`config.mk`:
```
export PLATFORM = sky130hd
export DESIGN_NAME = poly_synth
export DESIGN_NICKNAME = d
export VERILOG_FILES = /design/src/hdl/synth_pkg.sv /design/src/hdl/synth_ifs.sv /design/src/hdl/poly_synth.sv /design/src/hdl/voice_mixer.sv /design/src/hdl/mode_ctrl.sv /design/src/hdl/voice_bank.sv /design/src/hdl/midi_rx.sv
export VERILOG_INCLUDE_DIRS = /design/src /design/src/hdl
export SDC_FILE = /design/constraint.sdc
export NUM_CORES = 1
export LEC_CHECK = 0
export BUFFER_PORTS_ARGS = -buffer_cell sky130_fd_sc_hd__buf_4
export CORE_UTILIZATION = 54
export CTS_CLUSTER_DIAMETER = 100
export CTS_CLUSTER_SIZE = 30
export DETAILED_ROUTE_END_ITERATION = 10
export PLACE_DENSITY = 0.72
export SYNTH_ARGS = -nofsm -noshare
export SYNTH_HDL_FRONTEND = slang
export SYNTH_HIERARCHICAL = 1
export SYNTH_SLANG_ARGS = --single-unit
```
`constraint.sdc`:
```
create_clock -name MHz10 -period 12.73 [get_ports MHz10]
set_clock_uncertainty 0.15 [all_clocks]
set_input_delay 0.6365 -clock MHz10 [delete_from_list [all_inputs] [get_ports MHz10]]
set_output_delay 0.6365 -clock MHz10 [all_outputs]
set_load 0.01 [all_outputs]
```
`src/hdl/synth_defs.svh`:
```
/*
 * Build constants for the synth core, all counts assume a 10 MHz clock
 * Changing SYNTH_VOICES also changes the width of the voice index
 */
`ifndef SYNTH_DEFS_SVH
`define SYNTH_DEFS_SVH

// Voices sounding at once
`define SYNTH_VOICES 8

// 10 MHz / 31250 baud
`define SYNTH_BAUD_DIV 320

// 10 MHz / 40 kHz sample rate
`define SYNTH_SAMPLE_DIV 250

// 2 ms of stable button level
`define SYNTH_DEBOUNCE 20000

`define SYNTH_PHASE_W 20

`endif
```
`src/hdl/synth_pkg.sv`:
```
/*
 * Shared types of the synth core
 * phase_t follows SYNTH_PHASE_W, the mixer takes its top 8 bits as the wave position
 */
`include "synth_defs.svh"

package synth_pkg;

	// Cycled by the wave button in this order
	typedef enum logic [1:0] {
		wave_saw    = 2'd0,
		wave_square = 2'd1,
		wave_tri    = 2'd2
	} wave_mode_t;

	// Decoded MIDI event
	typedef enum logic [1:0] {
		kind_note_on  = 2'd0,
		kind_note_off = 2'd1,
		kind_control  = 2'd2
	} midi_kind_t;

	typedef logic [$clog2(`SYNTH_VOICES)-1:0] voice_idx_t;

	typedef logic [7:0] midi_byte_t;

	typedef logic [6:0] vel_t;

	typedef logic [6:0] note_t;

	typedef logic [`SYNTH_PHASE_W-1:0] phase_t;

endpackage

```
`src/hdl/synth_ifs.sv`:
```
/*
 * Internal buses of the synth core
 * midi_ev_if has no back-pressure, sinks take the event on the valid cycle
 * voice_if is a combinational read port into the voice registers
 */
`timescale 1ns/1ps

interface midi_ev_if;
	import synth_pkg::*;

	logic       valid;  // One-cycle pulse per event
	midi_kind_t kind;   // Held until the next event
	note_t      note;   // Note number, or controller number for kind_control
	vel_t       value;  // Velocity, or controller value

	modport source (
		output valid,
		output kind,
		output note,
		output value
	);

	modport sink (
		input valid,
		input kind,
		input note,
		input value
	);
endinterface

interface voice_if;
	import synth_pkg::*;

	voice_idx_t sel;
	logic       active;
	phase_t     phase;
	vel_t       vel;

	// Mixer picks a voice, bank answers in the same cycle
	modport mixer (
		output sel,
		input  active,
		input  phase,
		input  vel
	);

	modport bank (
		input  sel,
		output active,
		output phase,
		output vel
	);
endinterface

```
`src/hdl/poly_synth.sv`:
```
/*
 * Polyphonic MIDI synth core, 10 MHz clock
 * ser_in idles high, wave_pb is active high, clear empties all voices
 * dac_out is a 12-bit offset binary sample, new value on each sample_strobe
 */
`timescale 1ns/1ps

module poly_synth (
	input  logic        MHz10,
	input  logic        nrst,
	input  logic        en,
	input  logic        ser_in,
	input  logic        clear,
	input  logic        wave_pb,
	output logic [11:0] dac_out,
	output logic        sample_strobe
);
	import synth_pkg::*;

	wave_mode_t wave_mode;
	logic       sustain;
	logic       sample_tick;

	midi_ev_if ev_bus ();
	voice_if   voice_bus ();

	midi_rx u_midi_rx (
		.MHz10  (MHz10),
		.nrst   (nrst),
		.en     (en),
		.ser_in (ser_in),
		.ev     (ev_bus.source)
	);

	voice_bank u_voice_bank (
		.MHz10       (MHz10),
		.nrst        (nrst),
		.en          (en),
		.clear       (clear),
		.sustain     (sustain),
		.sample_tick (sample_tick),
		.ev          (ev_bus.sink),
		.vp          (voice_bus.bank)
	);

	mode_ctrl u_mode_ctrl (
		.MHz10     (MHz10),
		.nrst      (nrst),
		.en        (en),
		.wave_pb   (wave_pb),
		.ev        (ev_bus.sink),
		.wave_mode (wave_mode),
		.sustain   (sustain)
	);

	voice_mixer u_voice_mixer (
		.MHz10         (MHz10),
		.nrst          (nrst),
		.en            (en),
		.clear         (clear),
		.wave_mode     (wave_mode),
		.vp            (voice_bus.mixer),
		.sample_tick   (sample_tick),
		.dac_out       (dac_out),
		.sample_strobe (sample_strobe)
	);

endmodule

```
`src/hdl/voice_mixer.sv`:
```
/*
 * Sample clock, voice scan and DAC latch
 * Each sample reads voices 0 to 7 over eight cycles and dac_out updates ten cycles
 * after sample_tick
 * Output is offset binary with 2048 as silence
 */
`timescale 1ns/1ps
`include "synth_defs.svh"

module voice_mixer (
	input  logic                  MHz10,
	input  logic                  nrst,
	input  logic                  en,
	input  logic                  clear,
	input  synth_pkg::wave_mode_t wave_mode,
	voice_if.mixer                vp,
	output logic                  sample_tick,
	output logic [11:0]           dac_out,
	output logic                  sample_strobe
);
	import synth_pkg::*;

	localparam int div_w = $clog2(`SYNTH_SAMPLE_DIV);

	logic [div_w-1:0]   div_cnt;
	logic               busy;     // Scan in progress
	logic               done_p;   // Sum complete and latched next cycle
	voice_idx_t         sel_r;
	logic signed [13:0] acc;

	logic [7:0]         p;
	logic [7:0]         fold;
	logic signed [8:0]  shaped;
	logic [7:0]         mag;
	logic [14:0]        prod;
	logic signed [9:0]  term;
	logic signed [14:0] biased;
	logic [11:0]        clipped;

	assign vp.sel = sel_r;

	// Wave shaping and velocity scaling of the selected voice
	always_comb begin
		p    = vp.phase[`SYNTH_PHASE_W-1 -: 8];
		fold = {p[7] ? ~p[6:0] : p[6:0], 1'b0};  // Triangle rises then falls
		case (wave_mode)
			wave_square: shaped = p[7] ? 9'sd127 : -9'sd127;
			wave_tri:    shaped = $signed({1'b0, fold}) - 9'sd128;
			default:     shaped = $signed({1'b0, p}) - 9'sd128;
		endcase
		// Scale the magnitude so both square levels are the same size
		mag  = shaped[8] ? 8'(-shaped) : shaped[7:0];
		prod = mag * vp.vel;
		if (!vp.active)
			term = '0;
		else if (shaped[8])
			term = -$signed({1'b0, prod[14:6]});
		else
			term = $signed({1'b0, prod[14:6]});
	end

	always_comb begin
		biased = acc + 15'sd2048;
		if (biased < 0)
			clipped = 12'd0;
		else if (biased > 15'sd4095)
			clipped = 12'd4095;
		else
			clipped = biased[11:0];
	end

	always_ff @(posedge MHz10 or negedge nrst) begin
		if (!nrst) begin
			div_cnt       <= '0;
			sample_tick   <= 1'b0;
			busy          <= 1'b0;
			done_p        <= 1'b0;
			sel_r         <= '0;
			acc           <= '0;
			dac_out       <= 12'd2048;
			sample_strobe <= 1'b0;
		end else if (en) begin
			sample_tick   <= 1'b0;
			sample_strobe <= 1'b0;
			done_p        <= 1'b0;

			if (div_cnt == div_w'(`SYNTH_SAMPLE_DIV - 1)) begin
				div_cnt     <= '0;
				sample_tick <= 1'b1;
			end else
				div_cnt <= div_cnt + 1'b1;

			if (sample_tick) begin
				busy  <= 1'b1;
				sel_r <= '0;
				acc   <= '0;
			end else if (busy) begin
				acc <= acc + term;
				if (sel_r == voice_idx_t'(`SYNTH_VOICES - 1)) begin
					busy   <= 1'b0;
					done_p <= 1'b1;
				end else
					sel_r <= sel_r + 1'b1;
			end

			if (done_p) begin
				dac_out       <= clipped;
				sample_strobe <= 1'b1;
			end

			// Voices empty this cycle too, so the rest of the scan adds zero
			if (clear) begin
				acc     <= '0;
				dac_out <= 12'd2048;
			end
		end
	end

	// A new sample tick never lands in a running scan
	a_scan_fits: assert property (@(posedge MHz10) disable iff (!nrst)
		sample_tick |-> !busy);

endmodule

```
`src/hdl/mode_ctrl.sv`:
```
/*
 * Wave mode button and sustain pedal
 * The button is active high and must be stable for SYNTH_DEBOUNCE clocks
 */
`timescale 1ns/1ps
`include "synth_defs.svh"

module mode_ctrl (
	input  logic                    MHz10,
	input  logic                    nrst,
	input  logic                    en,
	input  logic                    wave_pb,
	midi_ev_if.sink                 ev,
	output synth_pkg::wave_mode_t   wave_mode,
	output logic                    sustain
);
	import synth_pkg::*;

	localparam int deb_w = $clog2(`SYNTH_DEBOUNCE);

	logic             pb_meta, pb_sync;
	logic             pb_stable;  // Debounced button level
	logic [deb_w-1:0] deb_cnt;
	wave_mode_t       mode_next;

	always_comb begin
		case (wave_mode)
			wave_saw:    mode_next = wave_square;
			wave_square: mode_next = wave_tri;
			default:     mode_next = wave_saw;
		endcase
	end

	always_ff @(posedge MHz10 or negedge nrst) begin
		if (!nrst) begin
			pb_meta   <= 1'b0;
			pb_sync   <= 1'b0;
			pb_stable <= 1'b0;
			deb_cnt   <= '0;
			wave_mode <= wave_saw;
			sustain   <= 1'b0;
		end else if (en) begin
			pb_meta <= wave_pb;
			pb_sync <= pb_meta;
			if (pb_sync == pb_stable)
				deb_cnt <= '0;  // Bounce restarts the wait
			else if (deb_cnt == deb_w'(`SYNTH_DEBOUNCE - 1)) begin
				deb_cnt   <= '0;
				pb_stable <= pb_sync;
				if (pb_sync)
					wave_mode <= mode_next;  // Advance on press, not release
			end else
				deb_cnt <= deb_cnt + 1'b1;

			// Controller 64 is the damper pedal
			if (ev.valid && ev.kind == kind_control && ev.note == 7'd64)
				sustain <= (ev.value >= 7'd64);
		end
	end

endmodule

```
`src/hdl/voice_bank.sv`:
```
/*
 * Voice state and phase accumulators
 * A Note On with no free voice is dropped, a Note Off frees every voice on that note
 * Pitch uses a 12 entry table for the top octave, shifted down per octave
 */
`timescale 1ns/1ps
`include "synth_defs.svh"

module voice_bank (
	input  logic    MHz10,
	input  logic    nrst,
	input  logic    en,
	input  logic    clear,
	input  logic    sustain,
	input  logic    sample_tick,
	midi_ev_if.sink ev,
	voice_if.bank   vp
);
	import synth_pkg::*;

	localparam int nv = `SYNTH_VOICES;

	logic [nv-1:0] active;
	logic [nv-1:0] held;    // Released while the pedal was down
	logic          sustain_q;
	note_t         note_r  [nv];
	vel_t          vel_r   [nv];
	phase_t        inc_r   [nv];
	phase_t        phase_r [nv];

	logic          note_on_ev, note_off_ev, sus_fall;
	logic          free_found;
	voice_idx_t    free_idx;

	// Phase step per sample at 40 kHz
	function automatic phase_t note_inc(input note_t n);
		logic [3:0] octave;
		logic [3:0] semi;
		phase_t     base;
		octave = 4'(n / 7'd12);
		semi   = 4'(n % 7'd12);
		case (semi)  // Notes 120 to 131
			4'd0:    base = 20'd219467;
			4'd1:    base = 20'd232518;
			4'd2:    base = 20'd246344;
			4'd3:    base = 20'd260993;
			4'd4:    base = 20'd276512;
			4'd5:    base = 20'd292954;
			4'd6:    base = 20'd310374;
			4'd7:    base = 20'd328830;
			4'd8:    base = 20'd348383;
			4'd9:    base = 20'd369099;
			4'd10:   base = 20'd391046;
			default: base = 20'd414300;
		endcase
		return base >> (4'd10 - octave);
	endfunction

	assign note_on_ev  = ev.valid && (ev.kind == kind_note_on);
	assign note_off_ev = ev.valid && (ev.kind == kind_note_off);
	assign sus_fall    = sustain_q && !sustain;

	// Lowest inactive voice
	always_comb begin
		free_found = 1'b0;
		free_idx   = '0;
		for (int i = nv - 1; i >= 0; i--) begin
			if (!active[i]) begin
				free_found = 1'b1;
				free_idx   = voice_idx_t'(i);
			end
		end
	end

	always_ff @(posedge MHz10 or negedge nrst) begin
		if (!nrst) begin
			active    <= '0;
			held      <= '0;
			sustain_q <= 1'b0;
		end else if (en) begin
			sustain_q <= sustain;
			if (clear) begin
				active <= '0;
				held   <= '0;
			end else begin
				for (int i = 0; i < nv; i++) begin
					if (sus_fall && held[i]) begin
						active[i] <= 1'b0;
						held[i]   <= 1'b0;
					end
					if (note_off_ev && active[i] && note_r[i] == ev.note) begin
						if (sustain)
							held[i] <= 1'b1;
						else begin
							active[i] <= 1'b0;
							held[i]   <= 1'b0;
						end
					end
				end
				if (note_on_ev && free_found)
					active[free_idx] <= 1'b1;
			end
		end
	end

	always_ff @(posedge MHz10) begin
		if (en) begin
			if (sample_tick) begin
				for (int i = 0; i < nv; i++)
					if (active[i])
						phase_r[i] <= phase_r[i] + inc_r[i];
			end
			if (note_on_ev && free_found && !clear) begin
				note_r[free_idx]  <= ev.note;
				vel_r[free_idx]   <= ev.value;
				inc_r[free_idx]   <= note_inc(ev.note);
				phase_r[free_idx] <= '0;  // New note starts at phase zero
			end
		end
	end

	assign vp.active = active[vp.sel];
	assign vp.phase  = phase_r[vp.sel];
	assign vp.vel    = vel_r[vp.sel];

	a_held_active: assert property (@(posedge MHz10) disable iff (!nrst)
		(held & ~active) == '0);

endmodule

```
`src/hdl/midi_rx.sv`:
```
/*
 * MIDI serial receiver and parser, 8N1 at SYNTH_BAUD_DIV clocks per bit
 * Only Note On, Note Off and controller messages produce events
 * Running status is not supported, every message needs its status byte
 */
`timescale 1ns/1ps
`include "synth_defs.svh"

module midi_rx (
	input  logic      MHz10,
	input  logic      nrst,
	input  logic      en,
	input  logic      ser_in,
	midi_ev_if.source ev
);
	import synth_pkg::*;

	localparam int baud_w = $clog2(`SYNTH_BAUD_DIV);

	typedef enum logic [1:0] {rx_idle, rx_start, rx_data, rx_stop} rx_state_t;
	typedef enum logic [1:0] {p_status, p_data1, p_data2} p_state_t;

	logic              rx_meta, rx_sync;
	rx_state_t         rx_state;
	logic [baud_w-1:0] baud_cnt;
	logic [2:0]        bit_cnt;
	midi_byte_t        rx_byte;
	logic              byte_rdy;  // One cycle after the stop-bit sample

	p_state_t          p_state;
	logic [3:0]        status_hi;
	note_t             data1;
	logic              msg_done;

	// Byte receiver
	always_ff @(posedge MHz10 or negedge nrst) begin
		if (!nrst) begin
			rx_meta  <= 1'b1;
			rx_sync  <= 1'b1;
			rx_state <= rx_idle;
			baud_cnt <= '0;
			bit_cnt  <= '0;
			rx_byte  <= '0;
			byte_rdy <= 1'b0;
		end else if (en) begin
			rx_meta  <= ser_in;
			rx_sync  <= rx_meta;
			byte_rdy <= 1'b0;
			case (rx_state)
				rx_idle: begin
					baud_cnt <= '0;
					if (!rx_sync)
						rx_state <= rx_start;
				end
				rx_start: begin
					// Half a bit in, check that the start bit is still low
					if (baud_cnt == baud_w'(`SYNTH_BAUD_DIV / 2 - 1)) begin
						baud_cnt <= '0;
						bit_cnt  <= '0;
						rx_state <= rx_sync ? rx_idle : rx_data;
					end else
						baud_cnt <= baud_cnt + 1'b1;
				end
				rx_data: begin
					if (baud_cnt == baud_w'(`SYNTH_BAUD_DIV - 1)) begin
						baud_cnt <= '0;
						rx_byte  <= {rx_sync, rx_byte[7:1]};  // LSB first
						if (bit_cnt == 3'd7)
							rx_state <= rx_stop;
						else
							bit_cnt <= bit_cnt + 1'b1;
					end else
						baud_cnt <= baud_cnt + 1'b1;
				end
				default: begin
					if (baud_cnt == baud_w'(`SYNTH_BAUD_DIV - 1)) begin
						byte_rdy <= rx_sync;  // Framing error drops the byte
						rx_state <= rx_idle;
					end else
						baud_cnt <= baud_cnt + 1'b1;
				end
			endcase
		end
	end

	assign msg_done = byte_rdy && !rx_byte[7] && (p_state == p_data2);

	// Message parser
	always_ff @(posedge MHz10 or negedge nrst) begin
		if (!nrst) begin
			p_state   <= p_status;
			status_hi <= '0;
			data1     <= '0;
			ev.valid  <= 1'b0;
		end else if (en) begin
			ev.valid <= msg_done;
			if (byte_rdy) begin
				if (rx_byte[7]) begin
					status_hi <= rx_byte[7:4];
					if (rx_byte[7:4] inside {4'h8, 4'h9, 4'hB})
						p_state <= p_data1;
					else
						p_state <= p_status;  // Other status bytes end the message
				end else if (p_state == p_data1) begin
					data1   <= rx_byte[6:0];
					p_state <= p_data2;
				end else
					p_state <= p_status;
			end
		end
	end

	// Event payload, held until the next event
	always_ff @(posedge MHz10) begin
		if (en && msg_done) begin
			ev.note  <= data1;
			ev.value <= rx_byte[6:0];
			if (status_hi == 4'hB)
				ev.kind <= kind_control;
			else if (status_hi == 4'h9 && rx_byte[6:0] != 7'd0)
				ev.kind <= kind_note_on;
			else
				ev.kind <= kind_note_off;  // Includes Note On at velocity 0
		end
	end

	a_kind_known: assert property (@(posedge MHz10) disable iff (!nrst)
		ev.valid |-> !$isunknown(ev.kind) &&
			(ev.kind inside {kind_note_on, kind_note_off, kind_control}));

endmodule

```
==> impl_results.md, run 1 <==
* Outcome: complete, no violations
* Row count at 90
* Vias in the first global route at 23,700
* Synthesis-to-finish area growth at 4.92%
* HP Class: input port to async pin
* CTS tree: yes
* Post-synthesis cell count at 3,230
* WS Path Type: flip-flop to flip-flop
* IO Port Bufs at 18
* Post-CTS Setup Bufs at 0
* Post-DRT Antenna Nets at 0
* Met1 Usage GRT at 0.328
* Total Wirelength at 73.5 mm
* Met2 Use GR at 0.396
* CP Capture Type: flip-flop
* Final setup TNS at 0 ps
* Die Span Y at 249 um
* Final period util at 0.832
* Worst hold slack at 11.8 ps
* Final instance area at 0.0345 mm2
* Synth Area per Inst at 10.2 um2
* Clock root cell: clkbuf_16
* Critical path required time at 13,100 ps
* Vias at 24,300
* Initial antenna violation count at 1
* Clock Pin Slew Worst Setup and Hold Paths at 100 ps
* Share of layout cells above drive strength 1 at 0.0795
* CP Max Fanout at 16
* Max Buffers Root-to-Sink at 3
* Total core area at 0.0602 mm2
* Total die area at 0.0619 mm2
* MaxCap Viol Count at 0
* Final Hold Viols at 0
* Global placement routability congestion at 0.916
* Fin cells at 3,978
* Total Nets Final at 3,439
* Post-Place Cells at 3,934
* Largest net degree at the start of global routing at 76
* Path depth of the worst reg2reg path at 38
* Yosys warning count at 6
* Max-slew violation count at 0
* Capture point of the worst reg-to-reg path: u_voice_mixer/acc[13]
* Antenna cells at 0
* Pwr/cell area at 86.3 mW/mm2
* Reg2reg start: u_voice_mixer/vp.sel[0]
* First-pass GRT wire length at 121 mm
* Clk sink count at 558
* H-Tree Depth at 1
* Number of fill cells at 4,970
* Initial Util at 0.546
* GRT overflow at 0
* Post-Synthesis Net Count at 3,491
* Worst R2R Setup Slack at 2140 ps
* Startpoint Class: flip-flop
* Gr usage total at 0.234
* WL/cell at 18.5 um
* RSZ-0062 raised after global routing: no
* Resized cells post-CTS at 0
* Max incr delay on CP at 670 ps
* Remaining DRCs at 0
* 1st-pass router iterations at 6
* Slowest CP cell: dfrtp_2
* Via/cell ratio at 6.10
* Worst Path Arrival at 10,960 ps
* Relative max-transition margin at 0.0310
* Highest clock rate at 0.0944 GHz
* Clock latency on the worst-skew pair at 610 ps
* Routing usage on met3 at 0.0182
* Cell Area, Synth at 0.0329 mm2
* Iter 0 DRT Violations at 1,806
* LEAKAGE at 13.5 nW
* CTS buffer count at 24
* Die W at 249 um
* Peak VDD IR at 88.4 uV
* # hold bufs at CTS at 0
* Gr busiest metal: met2
* Tmin final at 10,590 ps
* Slew of the pin with the lowest slew margin at 1430 ps
* Final HPWL DP at 52.1 mm
* Ports at 19
* Setup violations, final at 0
* Placed cell area at 0.0337 mm2
[registers in the layout, indices dropped and copies added (netlist names), 2 cells and up]
register and flops:
u_midi_rx/bit_cnt 3, u_midi_rx/ev.note 7, u_voice_mixer/dac_out 12, u_voice_bank/vel_r 56
u_midi_rx/p_state 2, u_voice_bank/active 8, u_midi_rx/ev.value 7, u_midi_rx/rx_byte 8
u_midi_rx/status_hi 4, u_midi_rx/baud_cnt 9, u_voice_mixer/div_cnt 8, u_voice_mixer/vp.sel 3
u_midi_rx/data1 7, u_voice_mixer/acc 14, u_mode_ctrl/deb_cnt 15, u_midi_rx/ev.kind 2
u_mode_ctrl/wave_mode 2, u_voice_bank/held 8, u_voice_bank/note_r 56, u_midi_rx/rx_state 2
u_voice_bank/inc_r 152, u_voice_bank/phase_r 160
[cell usage in the layout, fill, tap and decap left out, types with 12 or more instances in the layout]
cell         n
a211oi_1    43
a21o_1      60
a21oi_1    258
a22o_1      19
a31oi_1     20
and2_1      22
and3_1      28
buf_4       55
clkbuf_16   25
dfrtp_1    114
dfxtp_1    160
edfxtp_1   280
fa_1        37
ha_1       218
inv_1      125
mux2_2      46
mux2i_1     12
mux4_2      34
nand2_1    324
nand2b_1    41
nand3_1     59
nand4_1     22
nor2_1     255
nor2b_1     66
nor3_1      93
nor3b_1     12
nor4_1      22
o211ai_1    17
o21a_1      51
o21ai_0    130
o21bai_1    12
o22ai_1     22
o31ai_1     23
or3_1       31
xnor2_1    145
xor2_1      47
[worst max-delay path by stage]
stage                            start               endpoint  slack [ps]
3_5_place_dp   u_voice_mixer/vp.sel[0]  u_voice_mixer/acc[13]        2270
2_1_floorplan  u_voice_mixer/vp.sel[0]  u_voice_mixer/acc[13]        3090
3_3_place_gp   u_voice_mixer/vp.sel[0]  u_voice_mixer/acc[13]        2690
6_report       u_voice_mixer/vp.sel[0]  u_voice_mixer/acc[13]        2140
4_1_cts        u_voice_mixer/vp.sel[0]  u_voice_mixer/acc[13]        2230
5_1_grt        u_voice_mixer/vp.sel[0]  u_voice_mixer/acc[13]        1490
[worst max-delay path, delay by kind of cell (launching register included)]
| kind | cells | cell delay, ps |
|---|---|---|
| AO/OA/AOI/OAI | 13 | 3170 |
| adder cells (fa/ha/maj) | 6 | 2650 |
| multiplexers | 3 | 1570 |
| AND/OR/NAND/NOR | 11 | 1530 |
| flip-flops | 1 | 670 |
| XOR/XNOR | 1 | 550 |
| buffers and inverters | 4 | 200 |
[final cells by class]
type,count,area [um2],share of cell area
inverters,128,483,0.0140
flip-flops and latches,558,14600,0.422
repair buffers,55,413,0.0120
well taps,782,978,0.0283
clock buffers,34,659,0.0191
clock inverters,10,111,0.00323
multi-input cells,2411,17300,0.501
[routing by layer]
metal | share of wire | routed length [um] | up-vias
met5 | 0 | 0 | -
met2 | 0.48 | 35300 | 616
met4 | 0.019 | 1380 | 0
met1 | 0.46 | 33600 | 11900
met3 | 0.045 | 3280 | 86
li1 | - | - | 11700
[per-stage QoR]
stage / worst slack [ps] / power, mW / utilization
floorplan: 3090 / 2.03 / -
global placement: 2690 / 2.06 / 0.560
detailed placement: 2270 / 2.06 / 0.560
CTS: 2230 / 3.01 / 0.573
global route: 1490 / 3.09 / 0.573
finish: 2140 / 2.98 / 0.573
[where the power goes]
group          total (mW)  switching [mW]  internal (mW)
Sequential           1.93          0.0328           1.90
Combinational      0.0921          0.0542         0.0379
Clock               0.955           0.574          0.381
Note: power is estimated with default switching activity, not from simulation.
==> inputs of run 2 (changes only) <==
Clock period 12.73 ns to 10.2 ns, I/O delays scaled along.
==> run 2 against run 1 <==
Sequential cell count stayed put. Sequential share of layout area decreased by 0.35 points. Register-to-register slack worse by 1500 ps. Largest power group unchanged. Critical path type unchanged. Critical path depth rose by 2. Via count increased by 0.46%. Wire length grew 1.5%. Cell area increased by 0.86%. Clock power rose by 26%. Sequential power is 25% higher. Highest routed layer unchanged. Largest cell class unchanged.
==> impl_results.md, run 2 (synthesis gave the netlist of run 1 again) <==
* Startpoint Class: flip-flop (unchanged)
* Final setup TNS at 0 ps (unchanged)
* H-Tree Depth at 1 (unchanged)
* Final Hold Viols at 0 (unchanged)
* Post-Place Cells at 3,941 (was 3,934)
* 1st-pass router iterations at 6 (unchanged)
* Multi-input logic area at 0.0174 mm2 (was 0.0173 mm2)
* MaxCap Viol Count at 0 (unchanged)
* Clock power frac at 0.322 (was 0.321)
* Die W at 249 um (unchanged)
* Top flop regs: u_voice_bank/phase_r (160), u_voice_bank/inc_r (152) (unchanged)
* Leading cell type in the layout, fill and taps excluded: nand2_1 (unchanged)
* GRT overflow at 0 (unchanged)
* Clk sink count at 558 (unchanged)
* Post-DRT Antenna Nets at 0 (unchanged)
* HP Class: input port to flip-flop (was input port to async pin)
* LEAKAGE at 13.4 nW (was 13.5 nW)
* Relative max-transition margin at 0.0479 (was 0.0310)
* Worst Path Arrival at 9990 ps (was 10,960 ps)
* WL/cell at 18.6 um (was 18.5 um)
* Max reg flops at 160 (unchanged)
* Initial Util at 0.546 (unchanged)
* Peak VDD IR at 85.7 uV (was 88.4 uV)
* Overall power at 3.73 mW (was 2.98 mW)
* Total die area at 0.0619 mm2 (unchanged)
* IO Port Bufs at 18 (unchanged)
* CTS buffer count at 24 (unchanged)
* Most flops, register: u_voice_bank/phase_r (unchanged)
* Iter 0 DRT Violations at 2,038 (was 1,806)
* Setup violations, final at 0 (unchanged)
* Number of fill cells at 4,933 (was 4,970)
* Slew of the pin with the lowest slew margin at 1400 ps (was 1430 ps)
* Critical path required time at 10,590 ps (was 13,100 ps)
* Slowest CP cell: fa_1 (was dfrtp_2)
* Total core area at 0.0602 mm2 (unchanged)
* Remaining DRCs at 0 (unchanged)
* Total Wirelength at 74.6 mm (was 73.5 mm)
* Max incr delay on CP at 540 ps (was 670 ps)
* Vias at 24,400 (was 24,300)
* Gr usage total at 0.238 (was 0.234)
* Largest net degree at the start of global routing at 70 (was 76)
* Clock latency on the worst-skew pair at 600 ps (was 610 ps)
* Sequential Power Share at 0.647 (was 0.648)
* Pwr/cell area at 107 mW/mm2 (was 86.3 mW/mm2)
* Clock root cell: clkbuf_16 (unchanged)
* Sw Ratio at 0.222 (about the same)
* Ports at 19 (unchanged)
* Highest clock rate at 0.104 GHz (was 0.0944 GHz)
* Outcome: complete, no violations (unchanged)
* CTS tree: yes (unchanged)
* Via/cell ratio at 6.09 (was 6.10)
* Die Span Y at 249 um (unchanged)
* Synthesis-to-finish area growth at 5.82% (was 4.92%)
* Share of layout cells above drive strength 1 at 0.0910 (was 0.0795)
* Total Nets Final at 3,463 (was 3,439)
* Final period util at 0.941 (was 0.832)
* Combinational share of power at 0.031 (about the same)
* Clock Pin Slew Worst Setup and Hold Paths at 110 ps (was 100 ps)
* Vias in the first global route at 23,500 (was 23,700)
* Row count at 90 (unchanged)
* CP Max Fanout at 7 (was 16)
* Final HPWL DP at 51.9 mm (was 52.1 mm)
* Net switching power at 0.826 mW (was 0.661 mW)
* Sequential cell area at 0.0146 mm2 (about the same)
* Fin cells at 4,003 (was 3,978)
* Tmin final at 9600 ps (was 10,590 ps)
* WS Path Type: flip-flop to flip-flop (unchanged)
* Int Power at 2.90 mW (was 2.32 mW)
* Max-slew violation count at 0 (unchanged)
* Global placement routability congestion at 0.898 (was 0.916)
* Initial antenna violation count at 2 (was 1)
* Most frequent cells in the layout: 324 x nand2_1, 280 x edfxtp_1, 255 x nor2_1 (was 324 x nand2_1, 280 x edfxtp_1, 258 x a21oi_1)
* Max Buffers Root-to-Sink at 3 (unchanged)
* CP Capture Type: flip-flop (unchanged)
* First-pass GRT wire length at 122 mm (was 121 mm)
run 2: timing repair:
action | 4_1_cts | 5_1_grt
endpoints found under the setup margin | 0 | 4
hold endpoints to repair | 50 | 0
setup buffers | 0 | 14
resized for setup | 0 | 20
hold buffers | 3 | 0
run 2: critical path, delay by kind of cell, from the launching register on:
| family | cells | cell delay, ps |
|---|---|---|
| AO/OA/AOI/OAI | 15 | 3120 |
| adder cells (fa/ha/maj) | 6 | 2610 |
| AND/OR/NAND/NOR | 10 | 1540 |
| multiplexers | 2 | 790 |
| buffers and inverters | 6 | 540 |
| flip-flops | 1 | 460 |
| XOR/XNOR | 1 | 330 |
run 2: routing by layer:
metal | part of all wire | up-vias | GRT usage
met1 | 0.46 | 11900 | 0.337
met4 | 0.016 | 0 | 0.0508
met3 | 0.051 | 79 | 0.0214
li1 | - | 11700 | -
met5 | 0 | - | 0
met2 | 0.47 | 639 | 0.399
run 2: path summary, 6_finish.rpt:
kind	from	to	slack [ps]	cells after the start
max	u_voice_mixer/vp.sel[0]	u_voice_mixer/acc[13]	600	40
min	clear	u_voice_mixer/dac_out[11]	140	2
max reg2reg	u_voice_mixer/vp.sel[0]	u_voice_mixer/acc[13]	600	40
min reg2reg	u_midi_rx/data1[0]	u_midi_rx/ev.note[0]	310	0
max in group asynchronous	nrst	u_voice_bank/held[7]	8260	3
min in group asynchronous	nrst	u_voice_mixer/dac_out[9]	310	2
run 2: power by group through the flow:
stage               sequential [mW]  combinational (mW)  clock, mW
finish                         2.41               0.115       1.20
global route                   2.42               0.132       1.31
CTS                            2.41               0.115       1.24
detailed placement             2.46               0.114          0
global placement               2.46               0.109          0
floorplan                      2.45              0.0862          0
run 2: cell type report:
class	count	area share
Multi-Input combinational cell	2411	0.500
Clock buffer	35	0.0193
Antenna cell	1	0.0000719
Inverter	128	0.0139
Sequential cell	558	0.419
Clock inverter	9	0.00262
Tap cell	782	0.0281
Timing Repair Buffer	79	0.0176
run 2: per-stage QoR:
stage               setup slack (ps)  instance area (um2)  hold WS [ps]   util
floorplan                        560                32900          64.4      -
global placement                 338                33800           276  0.561
detailed placement              20.6                33800           284  0.561
CTS                             16.3                34600           116  0.574
global route                   -34.6                34800           122  0.578
finish                           603                34800           144  0.578
==> inputs of run 3 (changes only) <==
Settings changed: BUFFER_PORTS_ARGS -buffer_cell sky130_fd_sc_hd__buf_4 to -buffer_cell sky130_fd_sc_hd__buf_2, SLEW_MARGIN from default to 20.
==> run 3 against run 2 <==
Combinational power is essentially flat. Critical path type unchanged. Hold slack gained 130 ps. Sequential share of layout area rose by 0.27 points.
==> impl_results.md, run 3 (synthesis gave the netlist of run 1 again) <==
* Setup violations, final at 0 (unchanged)
* Share of layout cells above drive strength 1 at 0.0848 (was 0.0910)
* Clock Pin Slew Worst Setup and Hold Paths at 110 ps (about the same)
* Total Nets Final at 3,453 (was 3,463)
* Most flops, register: u_voice_bank/phase_r (unchanged)
* Synthesis-to-finish area growth at 5.15% (was 5.82%)
* Sw Ratio at 0.218 (was 0.222)
* Max Buffers Root-to-Sink at 3 (unchanged)
* Startpoint Class: flip-flop (unchanged)
* 1st-pass router iterations at 5 (was 6)
* CTS tree: yes (unchanged)
* Vias at 24,400 (about the same)
* Max reg flops at 160 (unchanged)
* Highest clock rate at 0.104 GHz (about the same)
* Int Power at 2.86 mW (was 2.90 mW)
* HP Class: input port to flip-flop (unchanged)
* Initial antenna violation count at 2 (unchanged)
* Top flop regs: u_voice_bank/phase_r (160), u_voice_bank/inc_r (152) (unchanged)
* CTS buffer count at 23 (was 24)
* CP Max Fanout at 11 (was 7)
* Final period util at 0.946 (was 0.941)
* WS Path Type: flip-flop to flip-flop (unchanged)
* Total Wirelength at 74.6 mm (about the same)
* Crit-path leading delay family: compound AO/OA/AOI/OAI gates (unchanged)
* Final HPWL DP at 52.7 mm (was 51.9 mm)
* Most frequent cells in the layout: 324 x nand2_1, 280 x edfxtp_1, 255 x nor2_1 (unchanged)
* Global placement routability congestion at 0.914 (was 0.898)
* MaxCap Viol Count at 0 (unchanged)
* Peak VDD IR at 92.2 uV (was 85.7 uV)
* Clk sink count at 558 (unchanged)
* Final Hold Viols at 0 (unchanged)
* Ports at 19 (unchanged)
* Post-DRT Antenna Nets at 0 (unchanged)
* Remaining DRCs at 0 (unchanged)
* H-Tree Depth at 1 (unchanged)
* Total core area at 0.0602 mm2 (unchanged)
* Tmin final at 9650 ps (was 9600 ps)
* Post-layout util at 0.574 (was 0.578)
* Die W at 249 um (unchanged)
* Relative max-transition margin at 0.262 (was 0.0479)
* Gr usage total at 0.238 (about the same)
* Die Span Y at 249 um (unchanged)
* Worst Path Arrival at 10,030 ps (was 9990 ps)
* Row count at 90 (unchanged)
* Initial Util at 0.546 (unchanged)
* Leading cell type in the layout, fill and taps excluded: nand2_1 (unchanged)
* Via/cell ratio at 6.11 (was 6.09)
* Antenna cells at 0 (was 1)
* IO Port Bufs at 18 (unchanged)
* GRT overflow at 0 (unchanged)
* Iter 0 DRT Violations at 1,859 (was 2,038)
* Outcome: complete, no violations (unchanged)
* Vias in the first global route at 24,100 (was 23,500)
* Pwr/cell area at 106 mW/mm2 (was 107 mW/mm2)
* Largest net degree at the start of global routing at 72 (was 70)
* Worst R2R Setup Slack at 550 ps (was 600 ps)
* WL/cell at 18.7 um (was 18.6 um)
* Fin cells at 3,989 (was 4,003)
* Max-slew violation count at 0 (unchanged)
* Critical path required time at 10,580 ps (was 10,590 ps)
* LEAKAGE at 13.3 nW (was 13.4 nW)
* Slowest CP cell: dfrtp_4 (was fa_1)
* Clock root cell: clkbuf_16 (unchanged)
* CP Capture Type: flip-flop (unchanged)
* Clock latency on the worst-skew pair at 580 ps (was 600 ps)
* Max incr delay on CP at 570 ps (was 540 ps)
* Combinational share of power at 0.032 (was 0.031)
* Sequential Power Share at 0.658 (was 0.647)
* Number of fill cells at 4,957 (was 4,933)
* Post-Place Cells at 3,939 (was 3,941)
* Bufs and invs on worst path at 6 (unchanged)
* Clock power frac at 0.310 (was 0.322)
* Net switching power at 0.799 mW (was 0.826 mW)
* First-pass GRT wire length at 122 mm (about the same)
* Total die area at 0.0619 mm2 (unchanged)
* Slew of the pin with the lowest slew margin at 1100 ps (was 1400 ps)
==> run 3: cell count changes in the layout (fill, tap and decap cells not counted), sizes merged <==
cell,previous run,this run
buf,76,67
clkinv,6,3
diode,1,0
clkinvlp,1,0
inv,130,129
clkbuf,35,36
==> run 3: cell type report <==
type / instances / area (um2) / share of cell area
repair buffers: 70 / 490 / 0.0142
clock buffers: 36 / 634 / 0.0183
multi-input cells: 2411 / 17400 / 0.503
flip-flops and latches: 558 / 14600 / 0.421
well taps: 782 / 978 / 0.0283
inverters: 128 / 483 / 0.0140
clock inverters: 4 / 47.5 / 0.00137
==> run 3: worst paths after layout <==
| kind | from | cells after the start | to |
|---|---|---|---|
| setup / recovery | u_voice_mixer/vp.sel[0] | 40 | u_voice_mixer/acc[13] |
| hold / removal | clear | 2 | u_voice_bank/held[5] |
| setup reg to reg | u_voice_mixer/vp.sel[0] | 40 | u_voice_mixer/acc[13] |
| hold reg to reg | u_midi_rx/data1[4] | 0 | u_midi_rx/ev.note[4] |
| max in group asynchronous | nrst | 3 | u_voice_bank/active[0] |
| min in group asynchronous | nrst | 2 | u_voice_mixer/dac_out[1] |
==> run 3: layer usage <==
| metal | routed length (um) | vias to the layer above | GRT usage |
|---|---|---|---|
| met2 | 35900 | 583 | 0.412 |
| met1 | 33800 | 12000 | 0.324 |
| met5 | 0 | - | 0 |
| met4 | 1470 | 0 | 0.0609 |
| met3 | 3390 | 97 | 0.0164 |
| li1 | - | 11700 | - |
==> run 3: worst reg2reg max path: cells and delay by family (launching register included) <==
kind	cells	cell delay [ps]
AO/OA/AOI/OAI	15	3310
adder cells (fa/ha/maj)	6	2540
AND/OR/NAND/NOR	10	1720
buffers and inverters	6	650
flip-flops	1	570
multiplexers	2	510
XOR/XNOR	1	140
==> run 3: power by group through the flow <==
stage	clock (mW)	combinational (mW)	sequential, mW
5_1_grt	1.24	0.134	2.42
6_report	1.13	0.117	2.41
3_3_place_gp	0	0.108	2.46
4_1_cts	1.17	0.117	2.41
2_1_floorplan	0	0.0862	2.45
3_5_place_dp	0	0.116	2.46
==> run 3: repair_timing <==
| item | 4_1_cts | 5_1_grt |
|---|---|---|
| endpoints found under the hold margin | 48 | 0 |
| setup endpoints to repair | 0 | 3 |
| hold buffers | 3 | 0 |
| buffers inserted | 0 | 7 |
| gates resized for setup | 0 | 12 |
==> run 3: through the flow <==
| step | area [um2] | worst slack [ps] | setup TNS [ps] | power [mW] | hold WS (ps) |
|---|---|---|---|---|---|
| 2_1_floorplan | 32900 | 560 | 0 | 2.54 | 64.4 |
| 3_3_place_gp | 33800 | 455 | 0 | 2.56 | 275 |
| 3_5_place_dp | 33800 | 245 | 0 | 2.57 | 282 |
| 4_1_cts | 34500 | 242 | 0 | 3.70 | 230 |
| 5_1_grt | 34600 | -26.6 | -26.6 | 3.79 | 280 |
| 6_report | 34600 | 549 | 0 | 3.66 | 278 |
